File: src/source/ooo_pkg.sv
/*
 * execute stage shared types
 * op codes, tag width, issue and CDB packet layouts
 */

`default_nettype none

package ooo_pkg;

	localparam int ROB_TAG_W = 4;
	localparam int XLEN = 32;
	localparam int NUM_FU = 2; // units sharing the CDB

	typedef enum logic [3:0] {
		OP_ADD = 4'd0,
		OP_SUB = 4'd1,
		OP_BEQ = 4'd2,
		OP_BNE = 4'd3,
		OP_BLT = 4'd4,
		OP_AND = 4'd5,
		OP_OR  = 4'd6,
		OP_XOR = 4'd7,
		OP_SLL = 4'd8,
		OP_SRL = 4'd9
	} alu_op_t;

	// 72 bits, from the reservation stations
	typedef struct packed {
		alu_op_t op;
		logic [XLEN-1:0] rs1;
		logic [XLEN-1:0] rs2;
		logic [ROB_TAG_W-1:0] rob_tag;
	} issue_packet_t;

	// 38 bits, broadcast to ROB and stations
	typedef struct packed {
		logic [ROB_TAG_W-1:0] dest_rob_entry;
		logic [XLEN-1:0] result;
		logic branch_result; // taken
		logic from_memory;
	} cdb_packet_t;

	// add/sub unit handles arithmetic and branch compares
	function automatic logic is_add_class(alu_op_t op);
		return op inside {OP_ADD, OP_SUB, OP_BEQ, OP_BNE, OP_BLT};
	endfunction

endpackage

`default_nettype wire

File: src/source/logic_unit.sv
/*
 * logic functional unit
 * AND/OR/XOR and logical shifts, holds one result until granted
 */

`timescale 1ns/100ps
`default_nettype none

module logic_unit import ooo_pkg::*; (
	input  logic          clk,
	input  logic          rst_n,
	input  logic          valid_in,
	input  logic          yumi,
	input  issue_packet_t issue,
	output logic          ready,
	output logic          valid_out,
	output cdb_packet_t   out
);

	logic [XLEN-1:0] result;
	logic [4:0] shamt;
	cdb_packet_t res_d;
	cdb_packet_t res_q;

	assign shamt = issue.rs2[4:0];

	always_comb begin
		case (issue.op)
			OP_AND:  result = issue.rs1 & issue.rs2;
			OP_OR:   result = issue.rs1 | issue.rs2;
			OP_XOR:  result = issue.rs1 ^ issue.rs2;
			OP_SLL:  result = issue.rs1 << shamt;
			OP_SRL:  result = issue.rs1 >> shamt; // zero fill
			default: result = '0;
		endcase
	end

	always_comb begin
		res_d.dest_rob_entry = issue.rob_tag;
		res_d.result = result;
		res_d.branch_result = 1'b0;
		res_d.from_memory = 1'b0;
	end

	always_ff @(posedge clk) begin
		if (!rst_n) begin
			valid_out <= 1'b0;
		end else if (valid_in) begin
			valid_out <= 1'b1;
		end else if (yumi) begin
			valid_out <= 1'b0;
		end
	end

	always_ff @(posedge clk) begin
		if (valid_in) begin
			res_q <= res_d;
		end
	end

	assign ready = ~valid_out;
	assign out = res_q;

endmodule

`default_nettype wire

File: config.mk
export PLATFORM = sky130hd
export DESIGN_NAME = logic_unit
export DESIGN_NICKNAME = d
export VERILOG_FILES = /design/src/source/ooo_pkg.sv /design/src/source/logic_unit.sv
export SDC_FILE = /design/constraint.sdc
export NUM_CORES = 1
export LEC_CHECK = 0
export BUFFER_PORTS_ARGS = -buffer_cell sky130_fd_sc_hd__buf_2
export CAP_MARGIN = 20
export CORE_MARGIN = 5
export CORE_UTILIZATION = 45
export CTS_CLUSTER_DIAMETER = 80
export DETAILED_ROUTE_END_ITERATION = 8
export PLACE_DENSITY_LB_ADDON = 0.08
export SYNTH_ARGS = -nofsm -noshare
export SYNTH_HDL_FRONTEND = slang
export SYNTH_SLANG_ARGS = --single-unit
File: constraint.sdc
create_clock -name clk -period 7.4 [get_ports clk]
set_clock_uncertainty 0.05 [all_clocks]
set_input_delay 0.74 -clock clk [delete_from_list [all_inputs] [get_ports clk]]
set_output_delay 0.74 -clock clk [all_outputs]
set_load 0.01 [all_outputs]
* Word level (Yosys, flattened, before mapping)
Cells that the tools add are included.
** Operators by class
- Equality and inequality tests :: 5
- Shift operators :: 2
- Multiplexer cells :: 3
- Bitwise gates (word level) :: 4
- Reductions and logical operators :: 1
** Operators by type and width (number)
- $pmux W32 S5 :: 1
- $and A32 B32 Y32 :: 1
- $or A32 B32 Y32 :: 1
- $shl A32 B5 Y32 :: 1
- $shr A32 B5 Y32 :: 1
- $xor A32 B32 Y32 :: 1
- $eq A4 B3 Y1 const B :: 3
- $eq A4 B4 Y1 const B :: 2
- $mux W1 :: 2
- $reduce_bool A2 Y1 :: 1
- $not A1 Y1 :: 1
** Word-level totals
- Flip-flop bits (word level) :: 37
- Input port bits :: 76
- Output and inout bits :: 40
- Logic and storage cells :: 18

* Longest topological paths before layout
- Depth in word-level cells :: 2
- Gate-level depth with buffers :: 10
- Gate-level depth less buffers :: 7

* Worst setup path before layout
OpenSTA, ideal clock, no wires.
- Kind :: input port to flip-flop
- Start point :: input issue[4] (netlist bit)
- End point :: register res_q (netlist bit out[2]), data pin
- Library setup time :: 272 ps
- Data arrival time :: 2678 ps
- Data required time :: 7078 ps
- Slack :: 4401 ps
- Stages :: 10
- Path buffers :: 4
- Path through :: buf_6 -> buf_6 -> buf_4 -> buf_4 -> inv_1 -> ha_1 -> mux2_2 -> a21oi_1 -> o32ai_1 -> or4_1
** On the way
- Longest elaborated chain between the ends :: 2
- Elaborated cells between the ends (all ways) :: 6
- Those cells by class :: 2 x shift; 1 x mux; 3 x bitwise
** RTL lines
- start: declaration :: line logic_unit.sv:14 : input issue_packet_t issue,
- $shr A32 B5 Y32, or another cell as far along :: line logic_unit.sv:33 : OP_SRL: result = issue.rs1 >> shamt;
- $pmux W32 S5 * :: line logic_unit.sv:28 : case (issue.op)
- net result[0] :: line logic_unit.sv:20 : logic [XLEN-1:0] result;
- end signal: assignment :: line logic_unit.sv:57 : res_q <= res_d;
- end: declaration :: line logic_unit.sv:23 : cdb_packet_t res_q;
The timed path passes the listed nets; every way through them passes the cells marked *.
A chain may end at the register's enable or synchronous reset.

* Worst setup path in the final report
- Start point :: input issue[7] (netlist bit)
- End point :: register res_q (netlist bit out[5]), data pin
The elaborated chain is that of the path after synthesis.

==> impl_metrics.tcl <==
set metrics [dict create \
    status "finished, final reports clean" \
    syn_area_per_cell_um2 8.84 \
    fillCellCount 1476 \
    pin_count 116 \
    fp.dieArea_um2 18200 \
    stdcell_area_um2 7750 \
    drt_iter0_drc 746 \
    power_frac_clock_pct 26.6 \
    postCtsHoldBufs 0 \
    async_flop_share_pct 0 \
    die_w_um 135 \
    grt_pass1_vias 6652 \
    tightestPinTransition_ns 1.05 \
    fin_setup_tns_ns 0 \
    antenna_found_initial 1 \
    cts-resized-gates 0 \
    min_path_type "reg -> reg" \
    p_leak_uw 0.00344 \
    avgViaCountPerCell 6.58 \
    multi_input_comb_area_um2 5290 \
    setup_viol 0 \
    cp-start-kind "input port" \
    numPortBuffers 113 \
    critPathCaptureType "flip-flop" \
    clk_latency_ns 0.28 \
    rsz0062_at_grt "false" \
    peakVddDrop_v 0.0000834 \
    power.internal_uw 589 \
    synth_cells 796 \
    start_util_pct 46.1 \
    power_density_nw_per_um2 124 \
    vias 7058 \
    wire_per_inst_um 28.7 \
    grt_max_degree 63 \
    syn_area_um2 7030 \
    h-tree-depth 2 \
    drc 0 \
    finalCritPeriodShare_pct 52.1 \
    seq_area_um2 1100 \
    grt_use_total_pct 32.6 \
    cp.arrival_ns 3.82 \
    grt_overflow_total 0 \
    slew_headroom_pct 29.6 \
    grt_pass1_wl_mm 44.1 \
    drive_above_1_share_pct 28.8 \
    cts_setup_buffers 0 \
    drv_slew 0 \
    cts_buffers 5 \
    pwr-share-comb_pct 46.8 \
    die_h_um 135 \
    ys_warn_count 0 \
    core-area_um2 15300 \
    clkTransAtPathRegs_ns 0.06 \
    cts_tree "yes" \
    drv_cap 0 \
    wl_mm 30.8 \
    root_buffer "clkbuf_16" \
    place_congestion 1.01 \
    area_growth_pct 10.1 \
    switching_share_pct 38.8 \
    synth-seq-cells 37 \
    seq_area_frac_synth_pct 15.7 \
    fin_nets 1001 \
    period_needed_ns 3.86 \
    hpwl_mm 23.2 \
    ys_types 68 \
    drt_pass1_iterations 5 \
    fmax_mhz 259 \
    ant_nets 0 \
    worstPathRequired_ns 7.37 \
    yosys_most_used_dff "edfxtp_1" \
    synth_edf_count 36 \
    cp_max_fo 29 \
    power_uw 964 \
    finalHoldViolCount 0 \
    clk_path_buf_depth 2 \
    rows 45 \
    numClockSinks 37 \
    placed_area_um2 7570 \
    critPathKind "in -> reg" \
    power_frac_seq_pct 26.6 \
    switchingPower_uw 374 \
]
[path summary, 6_finish.rpt]
| check | slack [ns] | start | endpoint | cells past startpoint |
|---|---|---|---|---|
| hold reg to reg | 0.55 | valid_out | valid_out | 3 |
| hold / removal | 0.55 | valid_out | valid_out | 3 |
| setup reg to reg | 6.68 | valid_out | valid_out | 3 |
| setup / recovery | 3.54 | issue[7] | out[5] | 7 |
[layout make-up]
type | count | share of cell area [%]
multi-input cells | 622 | 68.3
flip-flops and latches | 37 | 14.2
repair buffers | 125 | 8.49
well taps | 211 | 3.41
inverters | 68 | 3.29
clock buffers | 6 | 1.79
clock inverters | 2 | 0.484
diodes | 1 | 0.0323
[metrics by stage]
step           util (%)  hold slack [ns]  worst slack [ns]  instances
2_1_floorplan         -            0.631              4.40        797
3_5_place_dp       49.6            0.545              3.31       1063
6_report           50.8            0.553              3.54       1072
3_3_place_gp       49.6            0.524              3.22       1063
5_1_grt            50.8            0.580              3.42       1071
4_1_cts            50.8            0.557              3.60       1071
[registers in the layout, indices dropped and copies added, names as in the netlist]
signal	flops
out	36
valid_out	1
[critical path: stages]
cell and delay, ns:
buf_2 0.50, clkinv_1 0.99, ha_1 0.61, mux2_2 0.26, a21oi_1 0.23, o22ai_1 0.12, a2111o_1 0.36
[cells by family (layout without fill, tap and decap cells)]
logic type / after synthesis / count (layout) / synth area share [%]
and+or+nand+nor: 204 / 204 / 13.3
AOI/OAI and AO/OA: 187 / 187 / 18.1
muxes: 163 / 163 / 31.9
buffers and inverters: 138 / 201 / 9.23
adders and majority gates: 66 / 66 / 11.7
DFF: 37 / 37 / 15.7
other: 1 / 3 / 0.0533
[power by group through the flow]
stage | combinational [µW] | clock [µW] | sequential (µW)
2_1_floorplan | 265 | 0 | 269
3_3_place_gp | 432 | 0 | 261
5_1_grt | 476 | 265 | 258
3_5_place_dp | 437 | 0 | 261
6_report | 451 | 256 | 257
4_1_cts | 439 | 258 | 257
[routing by layer]
layer	global-route usage, %	vias to the layer above	wire length [µm]
li1	-	3093	-
met1	43.8	3456	12500
met2	50.5	444	13700
met3	8.49	63	3310
met4	12.5	2	1280
met5	0	-	7
[cell usage in the layout, fill, tap and decap left out, types with 8 or more instances in the layout]
cell type and instances:
o21ai_0 43, or2_2 8, inv_1 66, mux2_2 62, edfxtp_1 36, nand2_1 83, o211ai_1 8, buf_4 13
nor2_1 44, buf_2 112, nand3_1 20, ha_1 66, mux2i_1 57, a22oi_1 22, o221ai_1 12, nor2b_1 9
o22ai_1 12, a21oi_1 35, nor3_1 8, mux4_2 34
[cell usage after synthesis (all sizes together), types with 3 or more instances]
cell     number  share of area, %
o221ai       12               1.5
o21ai        47               3.4
nand2b        5              0.44
edfxtp       36                15
nor3          8              0.57
buf          40               4.0
and3          5              0.44
a211oi        5              0.53
or2           8              0.71
inv          66               3.5
nor2b        10              0.89
a21oi        35               2.5
and2          5              0.44
o32ai         4              0.50
a22oi        22               2.3
or3           4              0.36
clkbuf       30               1.6
mux2         66                11
nand3        20               1.4
nand2        83               4.4
o2111ai       6              0.75
o211ai        8              0.85
nor2         45               2.4
a211o         6              0.75
a221oi        5              0.71
a22o          3              0.37
ha           66                12
o22ai        12               1.1
mux4         38                12
mux2i        59               8.8
a2bb2oi       3              0.37
(Power assumes the default switching activity.)
