<file path="src/source/ooo_pkg.sv">
/*
 * execute stage shared types
 * op codes, tag width, issue and CDB packet layouts
 */

`default_nettype none

package ooo_pkg;

	localparam int ROB_TAG_W = 4;
	localparam int XLEN = 32;
	localparam int NUM_FU = 2; // units sharing the CDB

	typedef enum logic [3:0] {
		OP_ADD = 4'd0,
		OP_SUB = 4'd1,
		OP_BEQ = 4'd2,
		OP_BNE = 4'd3,
		OP_BLT = 4'd4,
		OP_AND = 4'd5,
		OP_OR  = 4'd6,
		OP_XOR = 4'd7,
		OP_SLL = 4'd8,
		OP_SRL = 4'd9
	} alu_op_t;

	// 72 bits, from the reservation stations
	typedef struct packed {
		alu_op_t op;
		logic [XLEN-1:0] rs1;
		logic [XLEN-1:0] rs2;
		logic [ROB_TAG_W-1:0] rob_tag;
	} issue_packet_t;

	// 38 bits, broadcast to ROB and stations
	typedef struct packed {
		logic [ROB_TAG_W-1:0] dest_rob_entry;
		logic [XLEN-1:0] result;
		logic branch_result; // taken
		logic from_memory;
	} cdb_packet_t;

	// add/sub unit handles arithmetic and branch compares
	function automatic logic is_add_class(alu_op_t op);
		return op inside {OP_ADD, OP_SUB, OP_BEQ, OP_BNE, OP_BLT};
	endfunction

endpackage

`default_nettype wire

</file>
<file path="src/source/add_sub_unit.sv">
/*
 * add/sub functional unit
 * add, subtract and BEQ/BNE/BLT resolution, holds one result until granted
 */

`timescale 1ns/100ps
`default_nettype none

module add_sub_unit import ooo_pkg::*; (
	input  logic          clk,
	input  logic          rst_n,
	input  logic          valid_in,
	input  logic          yumi,
	input  issue_packet_t issue,
	output logic          ready,
	output logic          valid_out,
	output cdb_packet_t   out
);

	logic [XLEN-1:0] sum;
	logic zero;
	logic negative;
	logic overflow;
	logic sub;
	logic taken;
	cdb_packet_t res_d;
	cdb_packet_t res_q;

	assign sub = (issue.op != OP_ADD); // branches compare via subtract

	ripple_adder u_adder (
		.rs1      (issue.rs1),
		.rs2      (issue.rs2),
		.sub      (sub),
		.sum      (sum),
		.zero     (zero),
		.negative (negative),
		.overflow (overflow)
	);

	always_comb begin
		case (issue.op)
			OP_BEQ:  taken = zero;
			OP_BNE:  taken = ~zero;
			OP_BLT:  taken = negative ^ overflow; // signed less-than
			default: taken = 1'b0;
		endcase
	end

	always_comb begin
		res_d.dest_rob_entry = issue.rob_tag;
		res_d.result = sum;
		res_d.branch_result = taken;
		res_d.from_memory = 1'b0;
	end

	always_ff @(posedge clk) begin
		if (!rst_n) begin
			valid_out <= 1'b0;
		end else if (valid_in) begin
			valid_out <= 1'b1;
		end else if (yumi) begin
			valid_out <= 1'b0; // broadcast this cycle
		end
	end

	always_ff @(posedge clk) begin
		if (valid_in) begin
			res_q <= res_d;
		end
	end

	assign ready = ~valid_out; // single entry
	assign out = res_q;

endmodule

`default_nettype wire

</file>
<file path="src/source/ripple_adder.sv">
/*
 * ripple-carry adder/subtractor
 * sum plus zero, negative and overflow flags
 */

`timescale 1ns/100ps
`default_nettype none

module ripple_adder import ooo_pkg::*; (
	input  logic [XLEN-1:0] rs1,
	input  logic [XLEN-1:0] rs2,
	input  logic            sub,
	output logic [XLEN-1:0] sum,
	output logic            zero,
	output logic            negative,
	output logic            overflow
);

	logic [XLEN-1:0] b;
	logic [XLEN:0]   carry;
	logic [XLEN/4-1:0] nib_or;

	assign b = rs2 ^ {XLEN{sub}}; // two's complement with carry-in
	assign carry[0] = sub;

	genvar i;
	generate
		for (i = 0; i < XLEN; i++) begin : g_fa
			logic p; // propagate

			assign p = rs1[i] ^ b[i];
			assign sum[i] = p ^ carry[i];
			assign carry[i+1] = (rs1[i] & b[i]) | (p & carry[i]);
		end
	endgenerate

	// first level of the zero tree, one OR per nibble
	genvar g;
	generate
		for (g = 0; g < XLEN/4; g++) begin : g_zero
			assign nib_or[g] = |sum[4*g +: 4];
		end
	endgenerate

	assign zero = ~|nib_or;
	assign negative = sum[XLEN-1];
	assign overflow = carry[XLEN] ^ carry[XLEN-1]; // carry into vs out of sign

endmodule

`default_nettype wire

</file>
<file path="config.mk">
export PLATFORM = sky130hd
export DESIGN_NAME = add_sub_unit
export DESIGN_NICKNAME = d
export VERILOG_FILES = /design/src/source/ooo_pkg.sv /design/src/source/add_sub_unit.sv /design/src/source/ripple_adder.sv
export SDC_FILE = /design/constraint.sdc
export NUM_CORES = 1
export LEC_CHECK = 0
export ABC_CLOCK_PERIOD_IN_PS = 35700
export BUFFER_PORTS_ARGS = -buffer_cell sky130_fd_sc_hd__buf_2
export CAP_MARGIN = 20
export CORE_ASPECT_RATIO = 1.75
export CORE_UTILIZATION = 30
export DETAILED_ROUTE_END_ITERATION = 6
export PLACE_DENSITY = 0.53
export SLEW_MARGIN = 15
export SYNTH_ARGS = -nofsm -noshare
export SYNTH_HDL_FRONTEND = slang
export SYNTH_SLANG_ARGS = --single-unit
export TNS_END_PERCENT = 20
</file>
<file path="constraint.sdc">
create_clock -name clk -period 35.7 [get_ports clk]
set_input_delay 1.785 -clock clk [delete_from_list [all_inputs] [get_ports clk]]
set_output_delay 1.785 -clock clk [all_outputs]
set_load 0.01 [all_outputs]
</file>
# ---- After elaboration in Yosys (flattened, before gate mapping)
# Cells that the tools add are included.
# W data, S select, Z words.
dict set report totals {
  register_bits 38
  wordCells 178
}
dict set report op_classes {
  eq_ne 3
  n_mux 3
  bitwise_logic 164
  reduce_logical 4
}
# operator count
set ops {}
lappend ops {{$xor A1 B1 Y1} 66}
lappend ops {{$and A1 B1 Y1} 64}
lappend ops {{$or A1 B1 Y1} 32}
lappend ops {{$reduce_or A32 Y1} 1}
lappend ops {{$xor A32 B32 Y32} 1}
lappend ops {{$eq A4 B2 Y1 const B} 2}
lappend ops {{$eq A4 B3 Y1 const B} 1}
lappend ops {{$reduce_bool A4 Y1} 1}
lappend ops {{$pmux W1 S3} 1}
lappend ops {{$mux W1} 2}
lappend ops {{$reduce_bool A2 Y1} 1}
lappend ops {{$logic_not A1 Y1} 1}
lappend ops {{$not A1 Y1} 1}

# ---- Longest topological paths before layout
# Gate-level depths: netlist of the first run.
dict set report depth {
  depth_word 70
  depth_mapped 41
  depth_no_buf 40
}

# ---- By module
# A second synthesis of the first run with hierarchy kept.
dict set report unflattened {
  cells_unflattened 193
  area_unflattened_um2 2467.4
}
# mod n_inst cells_per_inst area_per_inst_um2
set modules_own_cells {}
lappend modules_own_cells {ripple_adder 1 143 1253.7}
lappend modules_own_cells {add_sub_unit 1 50 1213.7}

# ---- Worst setup path after synthesis of the first run
# No wires, ideal clock.
dict set report synth_timing {
  kind {input to register}
  from {in issue[71] in the netlist's numbering}
  to {reg res_q, in the netlist out[1] (data pin)}
  setup_ps 261
  t_arrival_ps 15944
  t_required_ps 35439
  slack_ps 19495
  path_stages 40
  cell_sequence {nor4_4 > buf_6 > xor2_1 > fa_1 > fa_1 > fa_1 > fa_1 > fa_1 > fa_1 > fa_1 > fa_1 > fa_1 > fa_1 > fa_1 > fa_1 > fa_1 > fa_1 > fa_1 > [4 not listed] > fa_1 > fa_1 > fa_1 > fa_1 > fa_1 > fa_1 > fa_1 > fa_1 > fa_1 > fa_1 > fa_1 > inv_1 > fa_1 > nand4b_1 > nor4_1 > nand3_1 > xor2_1 > o21ai_0}
}
dict set report synth_between {
  word_cells_on_any_way 170
  cone_classes {3 x eq/ne; 1 x mux; 163 x bitwise; 3 x reduce/logical}
}
# element line
set synth_rtl {}
lappend synth_rtl {{start, declared} add_sub_unit.sv:14} ;# input issue_packet_t issue,
lappend synth_rtl {{$reduce_bool A4 Y1 *} add_sub_unit.sv:29} ;# assign sub = (issue.op != OP_ADD);
lappend synth_rtl {{$xor A32 B32 Y32} ripple_adder.sv:23} ;# assign b = rs2 ^ {XLEN{sub}};
lappend synth_rtl {{$xor A1 B1 Y1} ripple_adder.sv:31} ;# assign p = rs1[i] ^ b[i];
lappend synth_rtl {{$and A1 B1 Y1} ripple_adder.sv:33} ;# assign carry[i+1] = (rs1[i] & b[i]) | (p & carry[i]);
lappend synth_rtl {{$or A1 B1 Y1} ripple_adder.sv:33}
lappend synth_rtl {{$and A1 B1 Y1} ripple_adder.sv:33}
lappend synth_rtl {{$or A1 B1 Y1} ripple_adder.sv:33}
lappend synth_rtl {{$and A1 B1 Y1} ripple_adder.sv:33}
lappend synth_rtl {{[55 not listed]} -}
lappend synth_rtl {{$and A1 B1 Y1} ripple_adder.sv:33}
lappend synth_rtl {{$or A1 B1 Y1} ripple_adder.sv:33}
lappend synth_rtl {{$xor A1 B1 Y1 *} ripple_adder.sv:32} ;# assign sum[i] = p ^ carry[i];
lappend synth_rtl {{net negative} add_sub_unit.sv:22} ;# logic negative;
lappend synth_rtl {{$reduce_or A32 Y1} ripple_adder.sv:45} ;# assign zero = ~|nib_or;
lappend synth_rtl {{$logic_not A1 Y1} ripple_adder.sv:45}
lappend synth_rtl {{$pmux W1 S3 *} add_sub_unit.sv:42} ;# case (issue.op)
lappend synth_rtl {{net taken} add_sub_unit.sv:25} ;# logic taken;
lappend synth_rtl {{end signal, assigned} add_sub_unit.sv:69} ;# res_q <= res_d;
lappend synth_rtl {{end, declared} add_sub_unit.sv:27} ;# cdb_packet_t res_q;
# The timed path passes the listed nets; every way through them passes the cells marked *.
# A chain may end at the register's enable or synchronous reset.

# ---- Worst setup path in the final report of the first run
# Ends and elaborated chain as after synthesis.

==> impl_metrics.xml, run 1 <==
<?xml version="1.0" encoding="UTF-8"?>
<metrics>
  <group name="timing">
    <metric name="setup_viol" unit="">0</metric>
    <metric name="tightest_slew" unit="ns">0.852</metric>
    <metric name="worst_slew_margin_rel" unit="">0.432</metric>
    <metric name="post-route-period-util" unit="">0.466</metric>
    <metric name="hold_viol_final" unit="">0</metric>
    <metric name="period_minus_slack" unit="ns">16.64</metric>
    <metric name="timing.setup.tns" unit="ns">0</metric>
    <metric name="final-max-slew-violation-count" unit="">0</metric>
    <metric name="worst_clock_skew" unit="ns">0</metric>
    <metric name="rsz0062_at_grt" unit="">false</metric>
    <metric name="max_clk_rate" unit="GHz">0.0601</metric>
  </group>
  <group name="global_routing">
    <metric name="grt_max_degree" unit="">39</metric>
    <metric name="grt_pass1_wl" unit="um">8060</metric>
    <metric name="grt_remaining_overflow" unit="">0</metric>
    <metric name="antenna_found_initial" unit="">0</metric>
    <metric name="first_global_vias" unit="">1736</metric>
    <metric name="groute.usage.overall" unit="">0.130</metric>
  </group>
  <group name="die">
    <metric name="dieHeight" unit="um">122</metric>
    <metric name="coreArea" unit="um^2">7960</metric>
    <metric name="initial_utilization" unit="">0.309</metric>
    <metric name="num_rows" unit="">43</metric>
    <metric name="boundaryPins" unit="">116</metric>
    <metric name="floorplan.die.width" unit="um">70.5</metric>
    <metric name="dieArea" unit="um^2">8590</metric>
  </group>
  <group name="clock_network">
    <metric name="clkLatencyLatePin" unit="ns">0.28</metric>
    <metric name="cts-resized-gates" unit="">0</metric>
    <metric name="tritoncts" unit="">done</metric>
    <metric name="clock_tree.htree_level_count" unit="">2</metric>
    <metric name="clk_transition_reported_paths" unit="ns">0.05</metric>
    <metric name="clk_path_buf_depth" unit="">2</metric>
    <metric name="post_cts_buffers" unit="">0</metric>
    <metric name="cts-root-buf" unit="">clkbuf_16</metric>
    <metric name="cts.sink_count" unit="">38</metric>
    <metric name="ctsHoldBuffers" unit="">0</metric>
    <metric name="tritoncts_buffers" unit="">5</metric>
  </group>
  <group name="setup_path">
    <metric name="timing.critical_path.from_type" unit="">primary input</metric>
    <metric name="worstPathArrival" unit="ns">16.67</metric>
    <metric name="cp_common_cell" unit="">fa_1</metric>
    <metric name="timing.setup.critical_path_class" unit="">in -&gt; reg</metric>
    <metric name="cpPeakStageDelay" unit="ns">0.47</metric>
    <metric name="worstPathMaxFanout" unit="">12</metric>
    <metric name="end_kind" unit="">flop</metric>
    <metric name="slowest_stage" unit="">fa_1</metric>
    <metric name="critical_path_buf_inv_count" unit="">3</metric>
    <metric name="worstPathRequired" unit="ns">35.73</metric>
    <metric name="critical-path-top-delay-family" unit="">adder cells</metric>
  </group>
  <group name="logic_synthesis">
    <metric name="synthCells" unit="">194</metric>
    <metric name="postSynthRegisterBits" unit="">38</metric>
    <metric name="netlist_area_before_placement" unit="um^2">2460</metric>
    <metric name="syn-mean-instance-area" unit="um^2">12.7</metric>
    <metric name="syn-num-nets" unit="">301</metric>
    <metric name="synth.lib_cells_used.distinct" unit="">18</metric>
    <metric name="synth_warnings" unit="">0</metric>
    <metric name="portion_of_the_post_synthesis_area_used_by_sequential_elements" unit="">0.459</metric>
  </group>
  <group name="final_layout">
    <metric name="diodes" unit="">0</metric>
    <metric name="area_delta_synth_final" unit="%">32.6</metric>
    <metric name="instances_no_fill" unit="">404</metric>
    <metric name="drive_above_1_share" unit="">0.392</metric>
    <metric name="layout.nets" unit="">420</metric>
    <metric name="filler_cell_count" unit="">825</metric>
  </group>
  <group name="route">
    <metric name="wirelength" unit="um">5220</metric>
    <metric name="drc_violation_count_after_routing" unit="">12</metric>
    <metric name="route.antenna.remaining_nets" unit="">0</metric>
    <metric name="detailroute.via_count" unit="">1680</metric>
    <metric name="drt_iter0_drc" unit="">51</metric>
    <metric name="drt_pre_antenna_iters" unit="">7</metric>
    <metric name="wl_per_cell" unit="um">12.9</metric>
    <metric name="viasPerCell" unit="">4.16</metric>
  </group>
  <group name="power_and_ir_drop">
    <metric name="vdd_ir_drop_max" unit="mV">0.0183</metric>
    <metric name="leakage" unit="nW">1.67</metric>
    <metric name="cellPowerDensity" unit="nW/um^2">44.0</metric>
  </group>
  <group name="outcome">
    <metric name="outcome" unit="">complete, but fails checks</metric>
    <metric name="failed_checks" unit="">DRC</metric>
  </group>
  <group name="place">
    <metric name="placed_cells_incl_taps" unit="">396</metric>
    <metric name="buffer_ports.inserted" unit="">114</metric>
    <metric name="place.gp.congestion" unit="">0.728</metric>
    <metric name="post-dp-hpwl" unit="um">4450</metric>
  </group>
  <group name="flow_run">
    <metric name="max-cap-violations" unit="">0</metric>
  </group>
  <group name="min_path">
    <metric name="min-delay-path-class" unit="">reg -&gt; reg</metric>
  </group>
</metrics>
tightest hold or removal path: stages, from the launching register on:
cell and delay (ns):
dfxtp_1 0.32, inv_1 0.05, nor2_1 0.09, o21a_1 0.10
layer usage:
layer | up-vias | routed length, um | track usage
met2 | 61 | 3110 | 0.257
met1 | 797 | 1720 | 0.122
met5 | - | 0 | 0
li1 | 812 | - | -
met3 | 10 | 243 | 0.0248
met4 | 0 | 148 | 0.0714
area by class of cell:
type	instances	area, um^2	share of cell area
repair buffers	116	586	0.179
well taps	90	113	0.0345
inverters	64	240	0.0735
multi-input cells	88	1050	0.322
clock buffers	8	146	0.0448
flip-flops and latches	38	1130	0.346
through the flow:
| stage | area (um^2) | hold WS, ns | power (mW) | setup WS [ns] | utilization |
|---|---|---|---|---|---|
| 3_3_place_gp | 3120 | 0.566 | 0.102 | 18.68 | 0.392 |
| 4_1_cts | 3270 | 0.591 | 0.147 | 18.86 | 0.410 |
| 6_report | 3270 | 0.591 | 0.144 | 19.06 | 0.410 |
| 3_5_place_dp | 3120 | 0.578 | 0.102 | 18.56 | 0.392 |
| 2_1_floorplan | 2460 | 0.681 | 0.0843 | 19.50 | - |
| 5_1_grt | 3270 | 0.635 | 0.153 | 18.40 | 0.410 |
synthesized netlist by cell type:
library cell | number | share of area
nor2_1 | 5 | 0.0076
inv_1 | 64 | 0.098
nand2_1 | 2 | 0.0030
buf_4 | 1 | 0.0030
nor4_4 | 1 | 0.0086
nand4b_1 | 1 | 0.0036
conb_1 | 1 | 0.0015
nor3_1 | 1 | 0.0020
dfxtp_1 | 1 | 0.0081
nand4_1 | 6 | 0.015
edfxtp_1 | 37 | 0.45
o21ai_0 | 2 | 0.0041
nand3_1 | 3 | 0.0061
o21a_1 | 1 | 0.0030
buf_6 | 3 | 0.014
xor2_1 | 33 | 0.12
fa_1 | 31 | 0.25
nor4_1 | 1 | 0.0025
cells by family (layout without fill, tap and decap cells):
| logic type | Yosys count | in the layout | share of synthesized area |
|---|---|---|---|
| AND/OR/NAND/NOR | 20 | 20 | 0.0488 |
| buffers and inverters | 68 | 188 | 0.114 |
| other | 1 | 1 | 0.00152 |
| adder cells (fa/ha/maj) | 31 | 31 | 0.252 |
| flip-flops | 38 | 38 | 0.459 |
| XOR/XNOR | 33 | 33 | 0.117 |
| AO/OA/AOI/OAI | 3 | 3 | 0.00711 |
layout by cell type, fill, tap and decap left out, types with 2 or more instances in the layout:
master     netlist  final
inv_1           64     64
nor2_1           5      5
clkbuf_16        0      5
nand3_1          3      3
nand2_1          2      2
xor2_1          33     33
edfxtp_1        37     37
buf_2            0    114
o21ai_0          2      2
nand4_1          6      6
clkbuf_1         0      2
buf_4            1      2
fa_1            31     31
state kept, by name, indices dropped and copies added, names as in the netlist:
name,count
valid_out,1
out,37
power breakdown:
group / switching [mW] / internal, mW / total [mW] / leakage [nW]
clock network: 0.0156 / 0.0278 / 0.0434 / 0.0712
registers: 0.00177 / 0.0590 / 0.0607 / 0.370
logic: 0.0219 / 0.0177 / 0.0396 / 1.23
total: 0.0393 / 0.104 / 0.144 / 1.67
path summary, 6_finish.rpt:
| path | start | to | slack [ns] | depth (start not counted) |
|---|---|---|---|---|
| max | issue[71] | out[1] | 19.06 | 41 |
| max reg2reg | valid_out | valid_out | 35.04 | 3 |
| min | valid_out | valid_out | 0.59 | 3 |
| min reg2reg | valid_out | valid_out | 0.59 | 3 |
Note: power is estimated with default switching activity, not from simulation.
==> run 2: changes to the inputs <==
Settings changed: ABC_AREA from default to 1, ABC_CLOCK_PERIOD_IN_PS 35700 to 13740.
Clock period 35.7 ns to 13.74 ns, I/O delays scaled along.
==> run 2 against run 1 <==
  * The run now ends clean
  * Synthesized area rose by 12%
  * Flip-flop and latch count did not move
  * Wire length rose by 6.7%
  * Clock skew is the same
  * Synthesized cell count rose by 11%
  * Power rose to 2.8 times the previous value
  * First-iteration DRC count grew 7.8%
  * Critical endpoint unchanged
==> impl_metrics.xml, run 2 <==
<?xml version="1.0" encoding="UTF-8"?>
<metrics>
  <group name="outcome">
    <metric name="outcome" unit="">finished clean</metric>
  </group>
  <group name="global_routing">
    <metric name="groute.usage.overall" unit="">0.125</metric>
    <metric name="first_global_vias" unit="">1863</metric>
    <metric name="antenna_found_initial" unit="">0</metric>
    <metric name="grt_pass1_wl" unit="um">8580</metric>
    <metric name="grt_remaining_overflow" unit="">0</metric>
    <metric name="grt_max_degree" unit="">39</metric>
  </group>
  <group name="final_layout">
    <metric name="most-common-layout-cells" unit="">114 x buf_2, 66 x inv_1, 37 x edfxtp_1</metric>
    <metric name="layout.nets" unit="">444</metric>
    <metric name="diodes" unit="">0</metric>
    <metric name="drive_above_1_share" unit="">0.568</metric>
    <metric name="utilization" unit="">0.412</metric>
    <metric name="area_delta_synth_final" unit="%">33.9</metric>
    <metric name="filler_cell_count" unit="">928</metric>
    <metric name="mostFrequentLayoutCell" unit="">buf_2</metric>
    <metric name="final_area" unit="um^2">3700</metric>
    <metric name="largest_register_ffs" unit="">37</metric>
  </group>
  <group name="logic_synthesis">
    <metric name="most_frequent_cells_after_synthesis" unit="">66 x inv_1, 37 x edfxtp_1, 31 x fa_1</metric>
    <metric name="postSynth.topFlopCell" unit="">edfxtp_1</metric>
    <metric name="netlist_area_before_placement" unit="um^2">2760</metric>
    <metric name="synth_warnings" unit="">0</metric>
    <metric name="synth_enable_flop_cells" unit="">37</metric>
    <metric name="synth.lib_cells_used.distinct" unit="">18</metric>
    <metric name="ys_async_sr_fraction" unit="">0</metric>
    <metric name="yosys_top_cell_area_share" unit="">0.402</metric>
    <metric name="synth_largest_area_cell" unit="">edfxtp_1</metric>
    <metric name="syn-num-nets" unit="">322</metric>
    <metric name="postSynthRegisterBits" unit="">38</metric>
    <metric name="synthCells" unit="">215</metric>
    <metric name="syn-mean-instance-area" unit="um^2">12.9</metric>
    <metric name="synth.top_cells.by_area" unit="">edfxtp_1 40%, fa_1 22%, xnor2_2 17%</metric>
    <metric name="synth.most_common_cell" unit="">inv_1</metric>
    <metric name="portion_of_the_post_synthesis_area_used_by_sequential_elements" unit="">0.409</metric>
  </group>
  <group name="power_and_ir_drop">
    <metric name="p_seq_frac" unit="">0.385</metric>
    <metric name="net_switching_power" unit="mW">0.113</metric>
    <metric name="cellInternalPower" unit="mW">0.294</metric>
    <metric name="cellPowerDensity" unit="nW/um^2">110</metric>
    <metric name="leakage" unit="nW">1.84</metric>
    <metric name="combinational_cell_fraction_of_total_power" unit="">0.295</metric>
    <metric name="pwr-share-clk" unit="">0.320</metric>
    <metric name="switching_share" unit="">0.277</metric>
    <metric name="vdd_ir_drop_max" unit="mV">0.0445</metric>
  </group>
  <group name="die">
    <metric name="coreArea" unit="um^2">8980</metric>
    <metric name="dieHeight" unit="um">129</metric>
    <metric name="floorplan.die.width" unit="um">74.6</metric>
    <metric name="initial_utilization" unit="">0.308</metric>
    <metric name="num_rows" unit="">46</metric>
    <metric name="boundaryPins" unit="">116</metric>
    <metric name="dieArea" unit="um^2">9620</metric>
  </group>
  <group name="route">
    <metric name="route.antenna.remaining_nets" unit="">0</metric>
    <metric name="detailroute.via_count" unit="">1742</metric>
    <metric name="drt_pre_antenna_iters" unit="">5</metric>
    <metric name="drc_violation_count_after_routing" unit="">0</metric>
    <metric name="top_layer" unit="">met4</metric>
    <metric name="route.layer.met1.wl" unit="um">1760</metric>
    <metric name="met2WireLength" unit="um">3360</metric>
    <metric name="met3_wirelength" unit="um">285</metric>
    <metric name="wirelength" unit="um">5570</metric>
    <metric name="viasPerCell" unit="">3.80</metric>
    <metric name="drt_iter0_drc" unit="">55</metric>
    <metric name="wl_per_cell" unit="um">12.2</metric>
  </group>
  <group name="setup_path">
    <metric name="critical-path-top-delay-family" unit="">adder cells</metric>
    <metric name="timing.critical_path.from_type" unit="">primary input</metric>
    <metric name="cp_common_cell" unit="">fa_2</metric>
    <metric name="worstPathRequired" unit="ns">13.78</metric>
    <metric name="slowest_stage" unit="">fa_1</metric>
    <metric name="worstPathArrival" unit="ns">13.25</metric>
    <metric name="end_kind" unit="">flop</metric>
    <metric name="worstPathMaxFanout" unit="">2</metric>
    <metric name="cpPeakStageDelay" unit="ns">0.42</metric>
    <metric name="timing.setup.critical_path_class" unit="">in -&gt; reg</metric>
    <metric name="critical_path_buf_inv_count" unit="">2</metric>
  </group>
  <group name="timing">
    <metric name="tightest_hold_margin" unit="ns">0.579</metric>
    <metric name="rsz0062_at_grt" unit="">false</metric>
    <metric name="setup_viol" unit="">0</metric>
    <metric name="worst_clock_skew" unit="ns">0</metric>
    <metric name="tightest_slew" unit="ns">0.879</metric>
    <metric name="post-route-period-util" unit="">0.962</metric>
    <metric name="period_minus_slack" unit="ns">13.21</metric>
    <metric name="final-max-slew-violation-count" unit="">0</metric>
    <metric name="fin_ws" unit="ns">0.528</metric>
    <metric name="hold_viol_final" unit="">0</metric>
    <metric name="max_clk_rate" unit="GHz">0.0757</metric>
    <metric name="worst_slew_margin_rel" unit="">0.414</metric>
  </group>
  <group name="clock_network">
    <metric name="clock_tree.htree_level_count" unit="">2</metric>
    <metric name="tritoncts" unit="">done</metric>
    <metric name="tritoncts_buffers" unit="">5</metric>
    <metric name="ctsHoldBuffers" unit="">0</metric>
    <metric name="cts-root-buf" unit="">clkbuf_16</metric>
    <metric name="post_cts_buffers" unit="">0</metric>
    <metric name="clk_transition_reported_paths" unit="ns">0.06</metric>
    <metric name="clkLatencyLatePin" unit="ns">0.28</metric>
    <metric name="clk_path_buf_depth" unit="">2</metric>
    <metric name="cts.sink_count" unit="">38</metric>
  </group>
  <group name="place">
    <metric name="buffer_ports.inserted" unit="">114</metric>
    <metric name="post-dp-hpwl" unit="um">4750</metric>
    <metric name="place.gp.congestion" unit="">0.721</metric>
    <metric name="pre_cts_ws" unit="ns">-0.380</metric>
    <metric name="area_of_placed_instances" unit="um^2">3500</metric>
  </group>
  <group name="min_path">
    <metric name="min-delay-path-class" unit="">in -&gt; reg</metric>
  </group>
  <group name="flow_run">
    <metric name="max-cap-violations" unit="">0</metric>
  </group>
</metrics>
-- run 2: final cells by class --
| class | instances | area (um^2) | area share |
|---|---|---|---|
| Multi-Input combinational cell | 104 | 1390 | 0.375 |
| Sequential cell | 38 | 1130 | 0.306 |
| Timing Repair Buffer | 119 | 608 | 0.164 |
| Inverter | 69 | 259 | 0.0700 |
| Tap cell | 120 | 150 | 0.0406 |
| Clock buffer | 5 | 125 | 0.0338 |
| Clock inverter | 3 | 40.0 | 0.0108 |
-- run 2: final timing paths --
kind                                start        end  depth (start not counted)  slack [ns]
worst max-delay path            issue[68]     out[1]                         42        0.53
worst min-delay path             issue[2]    out[36]                          1        0.58
worst max register to register  valid_out  valid_out                          3       13.09
worst min register to register  valid_out  valid_out                          3        0.59
-- run 2: power groups by stage --
stage,clock (mW),combinational (mW),sequential [mW]
floorplan,0,0.0618,0.171
global placement,0,0.118,0.159
detailed placement,0,0.122,0.159
CTS,0.134,0.122,0.157
global route,0.139,0.137,0.159
finish,0.130,0.120,0.157
-- run 2: through the flow --
step / instances / setup TNS, ns / total power, mW
after floorplan: 215 / 0 / 0.233
after global placement: 450 / -0.191 / 0.277
after detailed placement: 450 / -0.380 / 0.281
after CTS: 458 / 0 / 0.414
after global routing: 458 / 0 / 0.434
final: 458 / 0 / 0.407
-- run 2: timing repair --
| action | 4_1_cts | 5_1_grt |
|---|---|---|
| resized for setup | 2 | 9 |
| setup endpoints to repair | 1 | 1 |
| cloned | 0 | 0 |
-- run 2: cells by family after synthesis --
group / Yosys count / share of synthesized area
flops: 38 / 0.409
xor+xnor: 31 / 0.177
other cells: 1 / 0.00136
simple gates: 39 / 0.0638
buf+inv: 73 / 0.118
fa+ha+maj: 31 / 0.225
compound gates: 2 / 0.00589
-- run 2: layer usage --
metal / vias to the layer above / global-route usage
met5: - / 0
li1: 876 / -
met4: 0 / 0.0655
met2: 58 / 0.244
met1: 799 / 0.115
met3: 9 / 0.0235
-- run 2: worst reg2reg max path: cells and delay by family, from the launching register on --
family                 cells  cell delay [ns]
flip-flops                 1             0.31
AO/OA/AOI/OAI              1             0.15
buffers and inverters      1             0.05
AND/OR/NAND/NOR            1             0.03
